<file path="src/hdl/csr_pkg.sv">
// ----------------------------------------------------------
// Machine CSR package
// Shared types, CSR addresses, reset values, read-only masks
// and event indices of the machine-mode CSR unit
// ----------------------------------------------------------
`default_nettype none

package csr_pkg;

   // ----------------------------------------------------------
   // Widths and types
   // ----------------------------------------------------------
   localparam int XLEN          = 32;
   localparam int EV_SEL_SZ     = 5;
   localparam int NUM_EVENTS    = 24;
   localparam int NUM_RET_CLASS = 13;

   typedef logic [XLEN-1:0]          csr_word_t;
   typedef logic [11:0]              csr_addr_t;
   typedef logic [EV_SEL_SZ-1:0]     ev_sel_t;
   typedef logic [NUM_EVENTS-1:0]    hpm_events_t;
   typedef logic [NUM_RET_CLASS-1:0] ret_class_t;
   typedef logic [3:0]               ecause_t;

   // Retire class bit positions in ret_class_t
   localparam int RET_LD   = 0;
   localparam int RET_ST   = 1;
   localparam int RET_CSR  = 2;
   localparam int RET_SYS  = 3;
   localparam int RET_ALU  = 4;
   localparam int RET_BR   = 5;
   localparam int RET_JAL  = 6;
   localparam int RET_JALR = 7;
   localparam int RET_MUL  = 8;
   localparam int RET_DIV  = 9;
   localparam int RET_REM  = 10;
   localparam int RET_HINT = 11;
   localparam int RET_UNK  = 12;

   // Event indices, events 1..13 follow the retire classes
   localparam int EV_NONE       = 0;
   localparam int EV_RET_BASE   = 1;
   localparam int EV_IADDR_MIS  = 14;
   localparam int EV_IACC_FAULT = 15;
   localparam int EV_ILLEGAL    = 16;
   localparam int EV_BRANCH     = 17;
   localparam int EV_MISALIGN   = 18;
   localparam int EV_RETIRED    = 19;
   localparam int EV_BREAK      = 20;
   localparam int EV_ST_MIS     = 21;
   localparam int EV_ECALL      = 22;
   localparam int EV_EXT_IRQ    = 23;

   // ----------------------------------------------------------
   // Machine CSR addresses
   // ----------------------------------------------------------
   localparam csr_addr_t ADDR_MSTATUS           = 12'h300;
   localparam csr_addr_t ADDR_MISA              = 12'h301;
   localparam csr_addr_t ADDR_MIE               = 12'h304;
   localparam csr_addr_t ADDR_MTVEC             = 12'h305;
   localparam csr_addr_t ADDR_MCOUNTINHIBIT     = 12'h320;
   localparam csr_addr_t ADDR_MHPMEVENT_BASE    = 12'h323;
   localparam csr_addr_t ADDR_MSCRATCH          = 12'h340;
   localparam csr_addr_t ADDR_MEPC              = 12'h341;
   localparam csr_addr_t ADDR_MCAUSE            = 12'h342;
   localparam csr_addr_t ADDR_MTVAL             = 12'h343;
   localparam csr_addr_t ADDR_MIP               = 12'h344;
   localparam csr_addr_t ADDR_MCYCLE            = 12'hB00;
   localparam csr_addr_t ADDR_MINSTRET          = 12'hB02;
   localparam csr_addr_t ADDR_MHPMCOUNTER_BASE  = 12'hB03;
   localparam csr_addr_t ADDR_MCYCLEH           = 12'hB80;
   localparam csr_addr_t ADDR_MINSTRETH         = 12'hB82;
   localparam csr_addr_t ADDR_MHPMCOUNTERH_BASE = 12'hB83;

   // ----------------------------------------------------------
   // Reset values and read-only masks
   // ----------------------------------------------------------
   // mstatus resets with mpp = machine, writable mpp, mpie, mie
   localparam csr_word_t MSTATUS_INIT = 32'h0000_1800;
   localparam csr_word_t MSTATUS_RO   = 32'hFFFF_E777;
   // MXL = 32 bit, extensions I and M
   localparam csr_word_t MISA_INIT    = 32'h4000_1100;
   // Only direct and vectored modes, so bit 1 stays clear
   localparam csr_word_t MTVEC_INIT   = 32'h0000_0100;
   localparam csr_word_t MTVEC_RO     = 32'h0000_0002;
   localparam csr_word_t MEPC_RO      = 32'h0000_0001;
   // Software, timer and external bits only
   localparam csr_word_t MIE_RO       = 32'hFFFF_F777;
   localparam csr_word_t MIP_RO       = 32'hFFFF_F777;

   // Bit 1 has no counter, bits above the last counter are fixed
   function automatic csr_word_t MINHIBIT_RO(input int num_hpm);
      return (csr_word_t'('1) << (num_hpm + 3)) | csr_word_t'(2);
   endfunction

endpackage

`default_nettype wire

</file>
<file path="src/hdl/csr_bus_if.sv">
// ----------------------------------------------------------
// CSR access bus
// Write strobe and read address from the top level to the
// two register banks
// ----------------------------------------------------------
`timescale 1ns/1ps
`default_nettype none

interface csr_bus_if
   import csr_pkg::*;
();

   // Single-cycle write strobe with address and data
   logic      wr_en;
   csr_addr_t wr_addr;
   csr_word_t wr_data;

   // Read address, banks answer combinationally
   csr_addr_t rd_addr;

   modport bank (
      input wr_en,
      input wr_addr,
      input wr_data,
      input rd_addr
   );

endinterface

`default_nettype wire

</file>
<file path="src/hdl/csr_field_reg.sv">
// ----------------------------------------------------------
// CSR field register
// One storage element with reset value and read-only mask,
// generic in its payload type
// ----------------------------------------------------------
`timescale 1ns/1ps
`default_nettype none

module csr_field_reg #(
   parameter type    field_t = logic [31:0],
   parameter field_t INIT    = '0,
   parameter field_t RO_MASK = '0
) (
   input  wire logic   clk,
   input  wire logic   reset,
   input  wire logic   wr_en,
   input  wire field_t wr_data,
   output field_t      q
);

   // Read-only bits only ever hold INIT, so keeping q keeps INIT
   always_ff @(posedge clk)
   begin
      if (reset)
         q <= INIT;
      else if (wr_en)
         q <= (wr_data & ~RO_MASK) | (q & RO_MASK);
   end

endmodule

`default_nettype wire

</file>
<file path="src/hdl/csr_event_decode.sv">
// ----------------------------------------------------------
// Performance event decode
// Turns retire classes and exception causes into the
// 24-bit per-cycle event vector and the retire pulse
// ----------------------------------------------------------
`timescale 1ns/1ps
`default_nettype none

module csr_event_decode
   import csr_pkg::*;
(
   input  wire ret_class_t ret_class,
   input  wire logic       e_flag,
   input  wire ecause_t    e_cause,
   input  wire logic       ext_irq,
   output hpm_events_t     hpm_events,
   output logic            total_retired
);

   // One-hot exception cause, all zero without e_flag
   logic [15:0] cause_hit;

   assign cause_hit = e_flag ? (16'h0001 << e_cause) : 16'h0000;

   // At most one instruction retires per cycle, so an OR is enough
   assign total_retired = |ret_class;

   always_comb
   begin
      // Event 0 never counts
      hpm_events[EV_NONE] = 1'b0;
      // Retire classes in package order
      hpm_events[EV_RET_BASE +: NUM_RET_CLASS] = ret_class;
      // Instruction misaligned, access fault, illegal instruction
      hpm_events[EV_IADDR_MIS]  = cause_hit[0];
      hpm_events[EV_IACC_FAULT] = cause_hit[1];
      hpm_events[EV_ILLEGAL]    = cause_hit[2];
      // Any control transfer
      hpm_events[EV_BRANCH]     = ret_class[RET_BR] | ret_class[RET_JAL] |
                                  ret_class[RET_JALR];
      // Instruction, load or store address misaligned
      hpm_events[EV_MISALIGN]   = cause_hit[0] | cause_hit[4] | cause_hit[6];
      hpm_events[EV_RETIRED]    = total_retired;
      // Breakpoint, store misaligned, ecall from user mode
      hpm_events[EV_BREAK]      = cause_hit[3];
      hpm_events[EV_ST_MIS]     = cause_hit[6];
      hpm_events[EV_ECALL]      = cause_hit[8];
      hpm_events[EV_EXT_IRQ]    = ext_irq;
   end

endmodule

`default_nettype wire

</file>
<file path="src/hdl/csr_machine_regs.sv">
// ----------------------------------------------------------
// Machine trap CSRs and event selectors
// Write decode, storage and combinational read hit for the
// trap registers, mcountinhibit and mhpmevent selectors
// ----------------------------------------------------------
`timescale 1ns/1ps
`default_nettype none

module csr_machine_regs
   import csr_pkg::*;
#(
   parameter int NUM_HPM = 4
) (
   input  wire logic              clk,
   input  wire logic              reset,
   csr_bus_if.bank                bus,
   output logic                   rd_hit,
   output csr_word_t              rd_data,
   output csr_word_t              minhibit,
   output ev_sel_t [NUM_HPM-1:0]  ev_sel
);

   // ----------------------------------------------------------
   // Register table
   // ----------------------------------------------------------
   localparam int NUM_WORDS    = 10;
   localparam int IDX_MINHIBIT = 9;

   localparam csr_addr_t WORD_ADDR [NUM_WORDS] = '{
      ADDR_MSTATUS, ADDR_MISA, ADDR_MIE, ADDR_MTVEC, ADDR_MSCRATCH,
      ADDR_MEPC, ADDR_MCAUSE, ADDR_MTVAL, ADDR_MIP, ADDR_MCOUNTINHIBIT
   };

   localparam csr_word_t WORD_INIT [NUM_WORDS] = '{
      MSTATUS_INIT, MISA_INIT, 32'h0, MTVEC_INIT, 32'h0,
      32'h0, 32'h0, 32'h0, 32'h0, 32'h0
   };

   // misa is a constant, mscratch, mcause and mtval fully writable
   localparam csr_word_t WORD_RO [NUM_WORDS] = '{
      MSTATUS_RO, 32'hFFFF_FFFF, MIE_RO, MTVEC_RO, 32'h0,
      MEPC_RO, 32'h0, 32'h0, MIP_RO, MINHIBIT_RO(NUM_HPM)
   };

   csr_word_t word_q [NUM_WORDS];

   // ----------------------------------------------------------
   // Storage
   // ----------------------------------------------------------
   for (genvar i = 0; i < NUM_WORDS; i++)
   begin : g_word
      csr_field_reg #(
         .field_t (csr_word_t),
         .INIT    (WORD_INIT[i]),
         .RO_MASK (WORD_RO[i])
      ) u_reg (
         .clk     (clk),
         .reset   (reset),
         .wr_en   (bus.wr_en && (bus.wr_addr == WORD_ADDR[i])),
         .wr_data (bus.wr_data),
         .q       (word_q[i])
      );
   end

   // 5-bit selectors, one per performance counter
   for (genvar n = 0; n < NUM_HPM; n++)
   begin : g_sel
      csr_field_reg #(
         .field_t (ev_sel_t),
         .INIT    (ev_sel_t'(0)),
         .RO_MASK (ev_sel_t'(0))
      ) u_sel (
         .clk     (clk),
         .reset   (reset),
         .wr_en   (bus.wr_en && (bus.wr_addr == csr_addr_t'(ADDR_MHPMEVENT_BASE + n))),
         .wr_data (bus.wr_data[EV_SEL_SZ-1:0]),
         .q       (ev_sel[n])
      );
   end

   assign minhibit = word_q[IDX_MINHIBIT];

   // ----------------------------------------------------------
   // Read hit and data
   // ----------------------------------------------------------
   always_comb
   begin
      rd_hit  = 1'b0;
      rd_data = '0;
      for (int i = 0; i < NUM_WORDS; i++)
      begin
         if (bus.rd_addr == WORD_ADDR[i])
         begin
            rd_hit  = 1'b1;
            rd_data = word_q[i];
         end
      end
      // Selectors read back zero-extended
      for (int n = 0; n < NUM_HPM; n++)
      begin
         if (bus.rd_addr == csr_addr_t'(ADDR_MHPMEVENT_BASE + n))
         begin
            rd_hit  = 1'b1;
            rd_data = csr_word_t'(ev_sel[n]);
         end
      end
   end

endmodule

`default_nettype wire

</file>
<file path="src/hdl/csr_counters.sv">
// ----------------------------------------------------------
// Machine counters
// 64-bit mcycle, minstret and performance counters with
// inhibit, half-word writes and combinational reads
// ----------------------------------------------------------
`timescale 1ns/1ps
`default_nettype none

module csr_counters
   import csr_pkg::*;
#(
   parameter int NUM_HPM = 4
) (
   input  wire logic                  clk,
   input  wire logic                  reset,
   csr_bus_if.bank                    bus,
   input  wire hpm_events_t           hpm_events,
   input  wire logic                  total_retired,
   input  wire csr_word_t             minhibit,
   input  wire ev_sel_t [NUM_HPM-1:0] ev_sel,
   output logic                       rd_hit,
   output csr_word_t                  rd_data
);

   // Counter 0 is mcycle, 1 is minstret, then the hpm counters
   localparam int NUM_CNT = NUM_HPM + 2;

   // Offset from mcycle, also the counter's inhibit bit
   function automatic int cnt_slot(input int i);
      return (i == 0) ? 0 : i + 1;
   endfunction

   function automatic csr_addr_t lo_addr(input int i);
      case (i)
         0:       return ADDR_MCYCLE;
         1:       return ADDR_MINSTRET;
         default: return csr_addr_t'(ADDR_MHPMCOUNTER_BASE + i - 2);
      endcase
   endfunction

   function automatic csr_addr_t hi_addr(input int i);
      case (i)
         0:       return ADDR_MCYCLEH;
         1:       return ADDR_MINSTRETH;
         default: return csr_addr_t'(ADDR_MHPMCOUNTERH_BASE + i - 2);
      endcase
   endfunction

   logic [NUM_CNT-1:0][2*XLEN-1:0] cnt;
   logic [NUM_CNT-1:0]             wr_lo;
   logic [NUM_CNT-1:0]             wr_hi;
   logic [NUM_CNT-1:0]             inc;
   // Event vector padded to the full selector range
   logic [2**EV_SEL_SZ-1:0]        ev_all;

   assign ev_all = {{(2**EV_SEL_SZ-NUM_EVENTS){1'b0}}, hpm_events};

   // ----------------------------------------------------------
   // Write decode and increment sources
   // ----------------------------------------------------------
   always_comb
   begin
      for (int i = 0; i < NUM_CNT; i++)
      begin
         wr_lo[i] = bus.wr_en && (bus.wr_addr == lo_addr(i));
         wr_hi[i] = bus.wr_en && (bus.wr_addr == hi_addr(i));
      end
      inc[0] = 1'b1;
      inc[1] = total_retired;
      // Unused selector values point at zero padding
      for (int n = 0; n < NUM_HPM; n++)
         inc[n+2] = ev_all[ev_sel[n]];
   end

   // A write to either half replaces it and skips that cycle's increment
   always_ff @(posedge clk)
   begin
      if (reset)
         cnt <= '0;
      else
      begin
         for (int i = 0; i < NUM_CNT; i++)
         begin
            if (wr_lo[i])
               cnt[i][XLEN-1:0] <= bus.wr_data;
            else if (wr_hi[i])
               cnt[i][2*XLEN-1:XLEN] <= bus.wr_data;
            else if (inc[i] && !minhibit[cnt_slot(i)])
               cnt[i] <= cnt[i] + 1'b1;
         end
      end
   end

   // ----------------------------------------------------------
   // Read of low and high halves
   // ----------------------------------------------------------
   always_comb
   begin
      rd_hit  = 1'b0;
      rd_data = '0;
      for (int i = 0; i < NUM_CNT; i++)
      begin
         if (bus.rd_addr == lo_addr(i))
         begin
            rd_hit  = 1'b1;
            rd_data = cnt[i][XLEN-1:0];
         end
         else if (bus.rd_addr == hi_addr(i))
         begin
            rd_hit  = 1'b1;
            rd_data = cnt[i][2*XLEN-1:XLEN];
         end
      end
   end

endmodule

`default_nettype wire

</file>
<file path="src/hdl/csr_read_port.sv">
// ----------------------------------------------------------
// CSR read port
// Picks the hitting bank and registers the read result,
// flagging addresses that no bank implements
// ----------------------------------------------------------
`timescale 1ns/1ps
`default_nettype none

module csr_read_port
   import csr_pkg::*;
#(
   parameter int NUM_HPM = 4
) (
   input  wire logic      clk,
   input  wire logic      reset,
   input  wire logic      rd_en,
   input  wire logic      regs_hit,
   input  wire csr_word_t regs_data,
   input  wire logic      cnt_hit,
   input  wire csr_word_t cnt_data,
   output logic           rd_valid,
   output csr_word_t      rd_data,
   output logic           rd_illegal
);

   if (NUM_HPM < 1 || NUM_HPM > 29)
   begin : g_bad_num_hpm
      $error("NUM_HPM must be in 1..29");
   end

   csr_word_t sel_data;
   logic      any_hit;

   // Banks never overlap, zero when nothing hits
   assign any_hit  = regs_hit || cnt_hit;
   assign sel_data = regs_hit ? regs_data :
                     cnt_hit  ? cnt_data  : '0;

   // Status flags pulse with the read
   always_ff @(posedge clk)
   begin
      if (reset)
      begin
         rd_valid   <= 1'b0;
         rd_illegal <= 1'b0;
      end
      else
      begin
         rd_valid   <= rd_en;
         rd_illegal <= rd_en && !any_hit;
      end
   end

   // Data holds between reads
   always_ff @(posedge clk)
   begin
      if (rd_en)
         rd_data <= sel_data;
   end

endmodule

`default_nettype wire

</file>
<file path="src/hdl/csr_unit.sv">
// ----------------------------------------------------------
// Machine-mode CSR unit
// Trap CSRs, counters and event decode behind a simple
// strobe-based CSR access port
// ----------------------------------------------------------
`timescale 1ns/1ps
`default_nettype none

module csr_unit
   import csr_pkg::*;
#(
   parameter int NUM_HPM = 4
) (
   input  wire logic       clk,
   input  wire logic       reset,
   // CSR access port
   input  wire logic       wr_en,
   input  wire csr_addr_t  wr_addr,
   input  wire csr_word_t  wr_data,
   input  wire logic       rd_en,
   input  wire csr_addr_t  rd_addr,
   output logic            rd_valid,
   output csr_word_t       rd_data,
   output logic            rd_illegal,
   // Pipeline events of this cycle
   input  wire ret_class_t ret_class,
   input  wire logic       e_flag,
   input  wire ecause_t    e_cause,
   input  wire logic       ext_irq
);

   csr_bus_if bus ();

   hpm_events_t           hpm_events;
   logic                  total_retired;
   csr_word_t             minhibit;
   ev_sel_t [NUM_HPM-1:0] ev_sel;
   logic                  regs_hit;
   csr_word_t             regs_data;
   logic                  cnt_hit;
   csr_word_t             cnt_data;

   assign bus.wr_en   = wr_en;
   assign bus.wr_addr = wr_addr;
   assign bus.wr_data = wr_data;
   assign bus.rd_addr = rd_addr;

   // ----------------------------------------------------------
   // Event decode, register banks and read port
   // ----------------------------------------------------------
   csr_event_decode u_event_decode (
      .ret_class     (ret_class),
      .e_flag        (e_flag),
      .e_cause       (e_cause),
      .ext_irq       (ext_irq),
      .hpm_events    (hpm_events),
      .total_retired (total_retired)
   );

   csr_machine_regs #(.NUM_HPM(NUM_HPM)) u_machine_regs (
      .clk      (clk),
      .reset    (reset),
      .bus      (bus.bank),
      .rd_hit   (regs_hit),
      .rd_data  (regs_data),
      .minhibit (minhibit),
      .ev_sel   (ev_sel)
   );

   csr_counters #(.NUM_HPM(NUM_HPM)) u_counters (
      .clk           (clk),
      .reset         (reset),
      .bus           (bus.bank),
      .hpm_events    (hpm_events),
      .total_retired (total_retired),
      .minhibit      (minhibit),
      .ev_sel        (ev_sel),
      .rd_hit        (cnt_hit),
      .rd_data       (cnt_data)
   );

   csr_read_port #(.NUM_HPM(NUM_HPM)) u_read_port (
      .clk        (clk),
      .reset      (reset),
      .rd_en      (rd_en),
      .regs_hit   (regs_hit),
      .regs_data  (regs_data),
      .cnt_hit    (cnt_hit),
      .cnt_data   (cnt_data),
      .rd_valid   (rd_valid),
      .rd_data    (rd_data),
      .rd_illegal (rd_illegal)
   );

endmodule

`default_nettype wire

</file>
<file path="config.mk">
export PLATFORM = sky130hd
export DESIGN_NAME = csr_unit
export DESIGN_NICKNAME = d
export VERILOG_FILES = /design/src/hdl/csr_pkg.sv /design/src/hdl/csr_bus_if.sv /design/src/hdl/csr_field_reg.sv /design/src/hdl/csr_event_decode.sv /design/src/hdl/csr_machine_regs.sv /design/src/hdl/csr_counters.sv /design/src/hdl/csr_read_port.sv /design/src/hdl/csr_unit.sv
export SDC_FILE = /design/constraint.sdc
export NUM_CORES = 2
export LEC_CHECK = 0
export ABC_CLOCK_PERIOD_IN_PS = 2970
export CORE_ASPECT_RATIO = 1.75
export CORE_MARGIN = 8
export CORE_UTILIZATION = 47
export CTS_CLUSTER_DIAMETER = 200
export DETAILED_ROUTE_END_ITERATION = 8
export DONT_BUFFER_PORTS = 1
export GPL_TIMING_DRIVEN = 0
export PLACE_DENSITY = 0.66
export SLEW_MARGIN = 0
export SYNTH_ARGS = -nofsm -noshare
export SYNTH_HDL_FRONTEND = slang
export SYNTH_SLANG_ARGS = --single-unit
</file>
<file path="constraint.sdc">
create_clock -name clk -period 2.97 [get_ports clk]
set_input_delay 0.297 -clock clk [delete_from_list [all_inputs] [get_ports clk]]
set_output_delay 0.297 -clock clk [all_outputs]
set_load 0.05 [all_outputs]
</file>
==> results of run 1 <==
## kinds of logic after synthesis
| family | after synthesis |
|---|---|
| adder cells (fa/ha/maj) | 6 |
| AND/OR/NAND/NOR | 2166 |
| flip-flops | 612 |
| multiplexers | 63 |
| AO/OA/AOI/OAI | 1321 |
| buffers and inverters | 467 |
| XOR/XNOR | 188 |
## layer usage
metal / GRT overflow / GRT usage (%)
met1: 0 / 55.6
met2: 19 / 83.2
met3: 0 / 31.0
met4: 21 / 63.1
met5: 0 / 5.58
## repair_timing
item                                   CTS
endpoints found under the hold margin   38
gates resized for setup                145
pin swaps                               14
buffers inserted                        16
setup endpoints to repair              331
hold buffers                             4
## through the flow
stage / utilization (%) / hold slack [ns] / setup slack [ns] / TNS (ns) / instances
3_3_place_gp: 49.0 / 0.414 / -2.71 / -471.13 / 5843
3_5_place_dp: 49.3 / 0.414 / -1.69 / -303.60 / 5857
2_1_floorplan: - / 0.409 / 0.234 / 0 / 4823
4_1_cts: 53.0 / 0.00528 / 0.000306 / 0 / 5983
==> metrics.txt, run 1 <==
number of global-route vias before repair 44600; adder-cell share of the synthesized area 0.208%; number of port buffers 0; total grt overflow 40; largest family of logic cells by synthesized area simple AND/OR/NAND/NOR gates; initial core utilization 47.3%; CTS H-tree lvls 2; Post-synth ARST share 0%; synthesis-stage register bit count 612; IO Count 113; GRT Resource Usage Total 57.9%; cell with the most instances after synthesis nand2_1; Syn Area/Cell 7.47 µm²; DP HPWL 180000 µm; Root Buffer Master clkbuf_16; row cnt 134; Syn. warnings 0; Post-synth EDFFs 32; Halt Stage global routing; post-synth top area share 32.2%; Cells after Synth 4823; Yosys cell types 92; first-pass GRT wire length 356000 µm; tool error [ERROR GRT-0116] Global routing finished with congestion. Check the congestion regions in the DRC Viewer.; post-synthesis sequential area ratio 34.9%; complex-gate fraction of the synthesized area 24.3%; clock buffer depth 3; Synth area leader dfxtp_1; main flop type after synthesis dfxtp_1; Synth Area in XOR/XNOR 4.57%; Die Span Y 382 µm; area of placed instances 0.0375 mm²; Post-Synth Simple-Gate Area 29.1%; top post-synthesis cells by count 695 x nand2_1, 580 x dfxtp_1, 544 x nor2_1; chip width 225 µm; post-synthesis mux area share 1.91%; outcome aborted with a tool error; Syn Nets 4908; final estimated routing congestion in global placement 1.22; clk sinks 612; CTS Buf Count 60; synth top area cells dfxtp_1 32%, nand2_1 7.2%, nor2_1 5.7%; largest net degree at the start of global routing 34; Netlist Area Pre-Place 0.0360 mm²
==> run 2: changes to the inputs <==
--- a/config.mk
+++ b/config.mk
@@ -6,14 +6,12 @@
 export NUM_CORES = 2
 export LEC_CHECK = 0
 export ABC_CLOCK_PERIOD_IN_PS = 2970
-export CORE_ASPECT_RATIO = 1.75
 export CORE_MARGIN = 8
-export CORE_UTILIZATION = 47
-export CTS_CLUSTER_DIAMETER = 200
+export CORE_UTILIZATION = 32
 export DETAILED_ROUTE_END_ITERATION = 8
 export DONT_BUFFER_PORTS = 1
 export GPL_TIMING_DRIVEN = 0
-export PLACE_DENSITY = 0.66
+export PLACE_DENSITY_LB_ADDON = 0.15
 export SLEW_MARGIN = 0
 export SYNTH_ARGS = -nofsm -noshare
 export SYNTH_HDL_FRONTEND = slang
==> metrics.txt, run 2 <==
CP Capture Type flop; clock-pin slew on the worst setup and hold paths 0.06 ns; clock buffer depth 3 (unchanged); max FFs per register 384; worst path cell trace clkbuf_1, clkbuf_2, clkdlybuf4s15_1, clkbuf_1, a21oi_1; share of cells above drive strength 1 9.67%; fill cell count 12100; CP Class input port to flop; # DRC 0; clock power share 51.0%; Yosys cell types 92 (unchanged); synthesis-stage register bit count 612 (unchanged); First-pass DRT Iterations 6; Die Span Y 351 µm (-8.0%); Cells after Synth 4823 (unchanged); main flop type after synthesis dfxtp_1; Final Core Density 37.7%; Worst Path Arrival 3.67 ns; first-pass GRT wire length 320000 µm; Layout Nets 5030; Peak supply drop 350 µV; number of global-route vias before repair 38500; worst hold-check path type input port to flop; IO Count 113 (unchanged); clk sinks 612 (unchanged); Tcrit/Tclk final 107%; cell depth of the worst flop-to-flop path 9; most frequent cells in the layout 693 x nand2_1, 562 x dfxtp_1, 518 x nor2_1, 363 x a21oi_1, 313 x clkbuf_1; Top reg by flops u_counters.cnt; Syn. warnings 0 (unchanged); internal power 14100 µW; largest net degree at the start of global routing 34; final WL 237000 µm; Syn Area/Cell 7.47 µm² (unchanged); area occupied by multi-input gates 0.0226 mm²; Final Slew Violations 80; final setup vio count 48; post-synthesis sequential area ratio 34.9% (unchanged); WHS Path Cells 3; failing checks max-capacitance violations, max-slew violations, negative setup slack; number of port buffers 0 (unchanged); core area 0.112 mm²; Syn Nets 4908 (unchanged); Post-synth ARST share 0% (unchanged); Setup Skew 0.0366 ns; startpoint types input port; Top cell by count, worst path clkbuf_1; Netlist Area Pre-Place 0.0360 mm² (unchanged); GRT Resource Usage Total 36.6%; max incr delay on CP 1.00 ns; synth-to-layout area growth 17.1%; TritonCTS clock tree done; Root Buffer Master clkbuf_16; hold endpoint u_counters.cnt[36]; Comb power frac 5.5%; FF-to-FF Start u_machine_regs.g_sel[3].u_sel.q[0]; cell with the most instances after synthesis nand2_1; DP HPWL 177000 µm (-1.6%); top post-synthesis cells by count 695 x nand2_1, 580 x dfxtp_1, 544 x nor2_1; CP Data Required Time 3.45 ns; final setup margin -0.220 ns; Finished Layout Cells 6521; HP Start wr_data[4]; relative slew slack -5.66%; CTS Buf Count 79 (+32%); area of placed instances 0.0381 mm² (+1.6%); crit path time final 3.19 ns; synth top area cells dfxtp_1 32%, nand2_1 7.2%, nor2_1 5.7%; wire per inst 36.3 µm; Worst-Skew Late Latency 0.69 ns; Sequential Area 0.0126 mm²; CP max FO 10; chip width 351 µm (+56%); Fin Hold WS 0.0735 ns; Worst-Margin Slew 1.58 ns; most common cell after layout, fill and taps aside nand2_1; initial antenna violation count 27; leakage power 0.0130 µW; total grt overflow 0; sequential share of power 43.5%; initial core utilization 32.1% (-15 points); Iter 0 DRT Violations 7129; Crit path max-delay family buffers and inverters; RSZ-0062 raised after global routing true; outcome finished with violations; Via density 6.61; die area 0.124 mm²; Psw 5160 µW; FMAX 0.313 GHz; ANT nets after route 0; slowest CP cell clkdlybuf4s15_1; Pwr Density 457 mW/mm²; Final Hold Fails 0; FF-to-FF setup slack 0.02 ns; Post-synth EDFFs 32 (unchanged); max cap viols 11; routed vias 43100; row cnt 123 (-8.2%); post-synth top area share 32.2% (unchanged); Worst R2R End u_counters.cnt[338]; final estimated routing congestion in global placement 1.06 (-13%); Top Registers u_counters.cnt (384), u_machine_regs.g_word.u_reg.q (174), u_read_port.rd_data (32); Buf/Inv on CP 4; switching portion of total power 26.7%; Final Instance Area 0.0422 mm²; Synth area leader dfxtp_1; DP Cell Count 6333 (+8.1%); CTS H-tree lvls 3 (+1)
[run 2: worst min-delay path, stage by stage]
cell and delay (ns):
inv_1 0.10, a21oi_1 0.16, and3_1 0.16
[run 2: cell families (layout without fill, tap and decap cells)]
family                   after synthesis  after routing  share of synthesized area [%]
AO/OA/AOI/OAI                       1321           1321                           24.3
XOR/XNOR                             188            188                           4.57
adder cells (fa/ha/maj)                6              6                          0.208
buffers and inverters                467            649                           5.02
flip-flops                           612            612                           34.9
multiplexers                          63             63                           1.91
other                                  0             16                              0
AND/OR/NAND/NOR                     2166           2166                           29.1
[run 2: worst max-delay path by stage]
stage / slack, ns / from / endpoint / cells after the start
final: -0.22 / reset / u_counters.cnt[298] / 5
after global routing: -0.04 / wr_en / u_counters.cnt[188] / 9
after global placement: -3.16 / rd_addr[2] / u_read_port.rd_data[18] / 9
after CTS: 0.0007 / u_machine_regs.g_sel[3].u_sel.q[0] / u_counters.cnt[334] / 8
after detailed placement: -2.01 / rd_addr[7] / u_read_port.rd_data[16] / 9
after floorplan: 0.23 / ret_class[9] / u_counters.cnt[267] / 9
[run 2: repair_timing]
item	in CTS	in global routing
endpoints found under the hold margin	44	0
hold buffers	7	0
buffers inserted	26	18
setup endpoints to repair	359	273
resized for setup	164	163
pin swaps	9	22
gates cloned	0	1
[run 2: area by class of cell]
type	count	area share, %
inverters	38	0.338
repair buffers	62	1.40
multi-input cells	3744	53.7
diodes	16	0.0949
plain buffers	408	4.19
clock buffers	117	5.43
well taps	1500	4.45
clock inverters	24	0.555
flip-flops and latches	612	29.9
[run 2: metrics by stage]
step | total power [µW] | setup TNS, ns | setup slack, ns
floorplan | 8910 | 0 | 0.234
global placement | 9520 | -524.18 | -3.16
detailed placement | 9530 | -358.56 | -2.01
CTS | 19300 | 0 | 0.000691
global route | 19600 | -0.0708 | -0.0408
finish | 19300 | -4.99 | -0.220
[run 2: power groups by stage]
stage | registers (µW) | logic [µW] | clock network [µW]
3_3_place_gp | 8570 | 949 | 0
5_1_grt | 8390 | 1040 | 10200
6_report | 8390 | 1070 | 9830
3_5_place_dp | 8570 | 957 | 0
2_1_floorplan | 8560 | 352 | 0
4_1_cts | 8390 | 1010 | 9870
[run 2: layer usage]
| layer | up-vias | part of all wire (%) | global-route usage (%) |
|---|---|---|---|
| li1 | 18100 | - | - |
| met1 | 21300 | 41 | 50.0 |
| met2 | 2980 | 40 | 51.5 |
| met3 | 652 | 12 | 9.58 |
| met4 | 14 | 6.9 | 21.1 |
| met5 | - | 0.058 | 0 |
(Power assumes the default switching activity.)
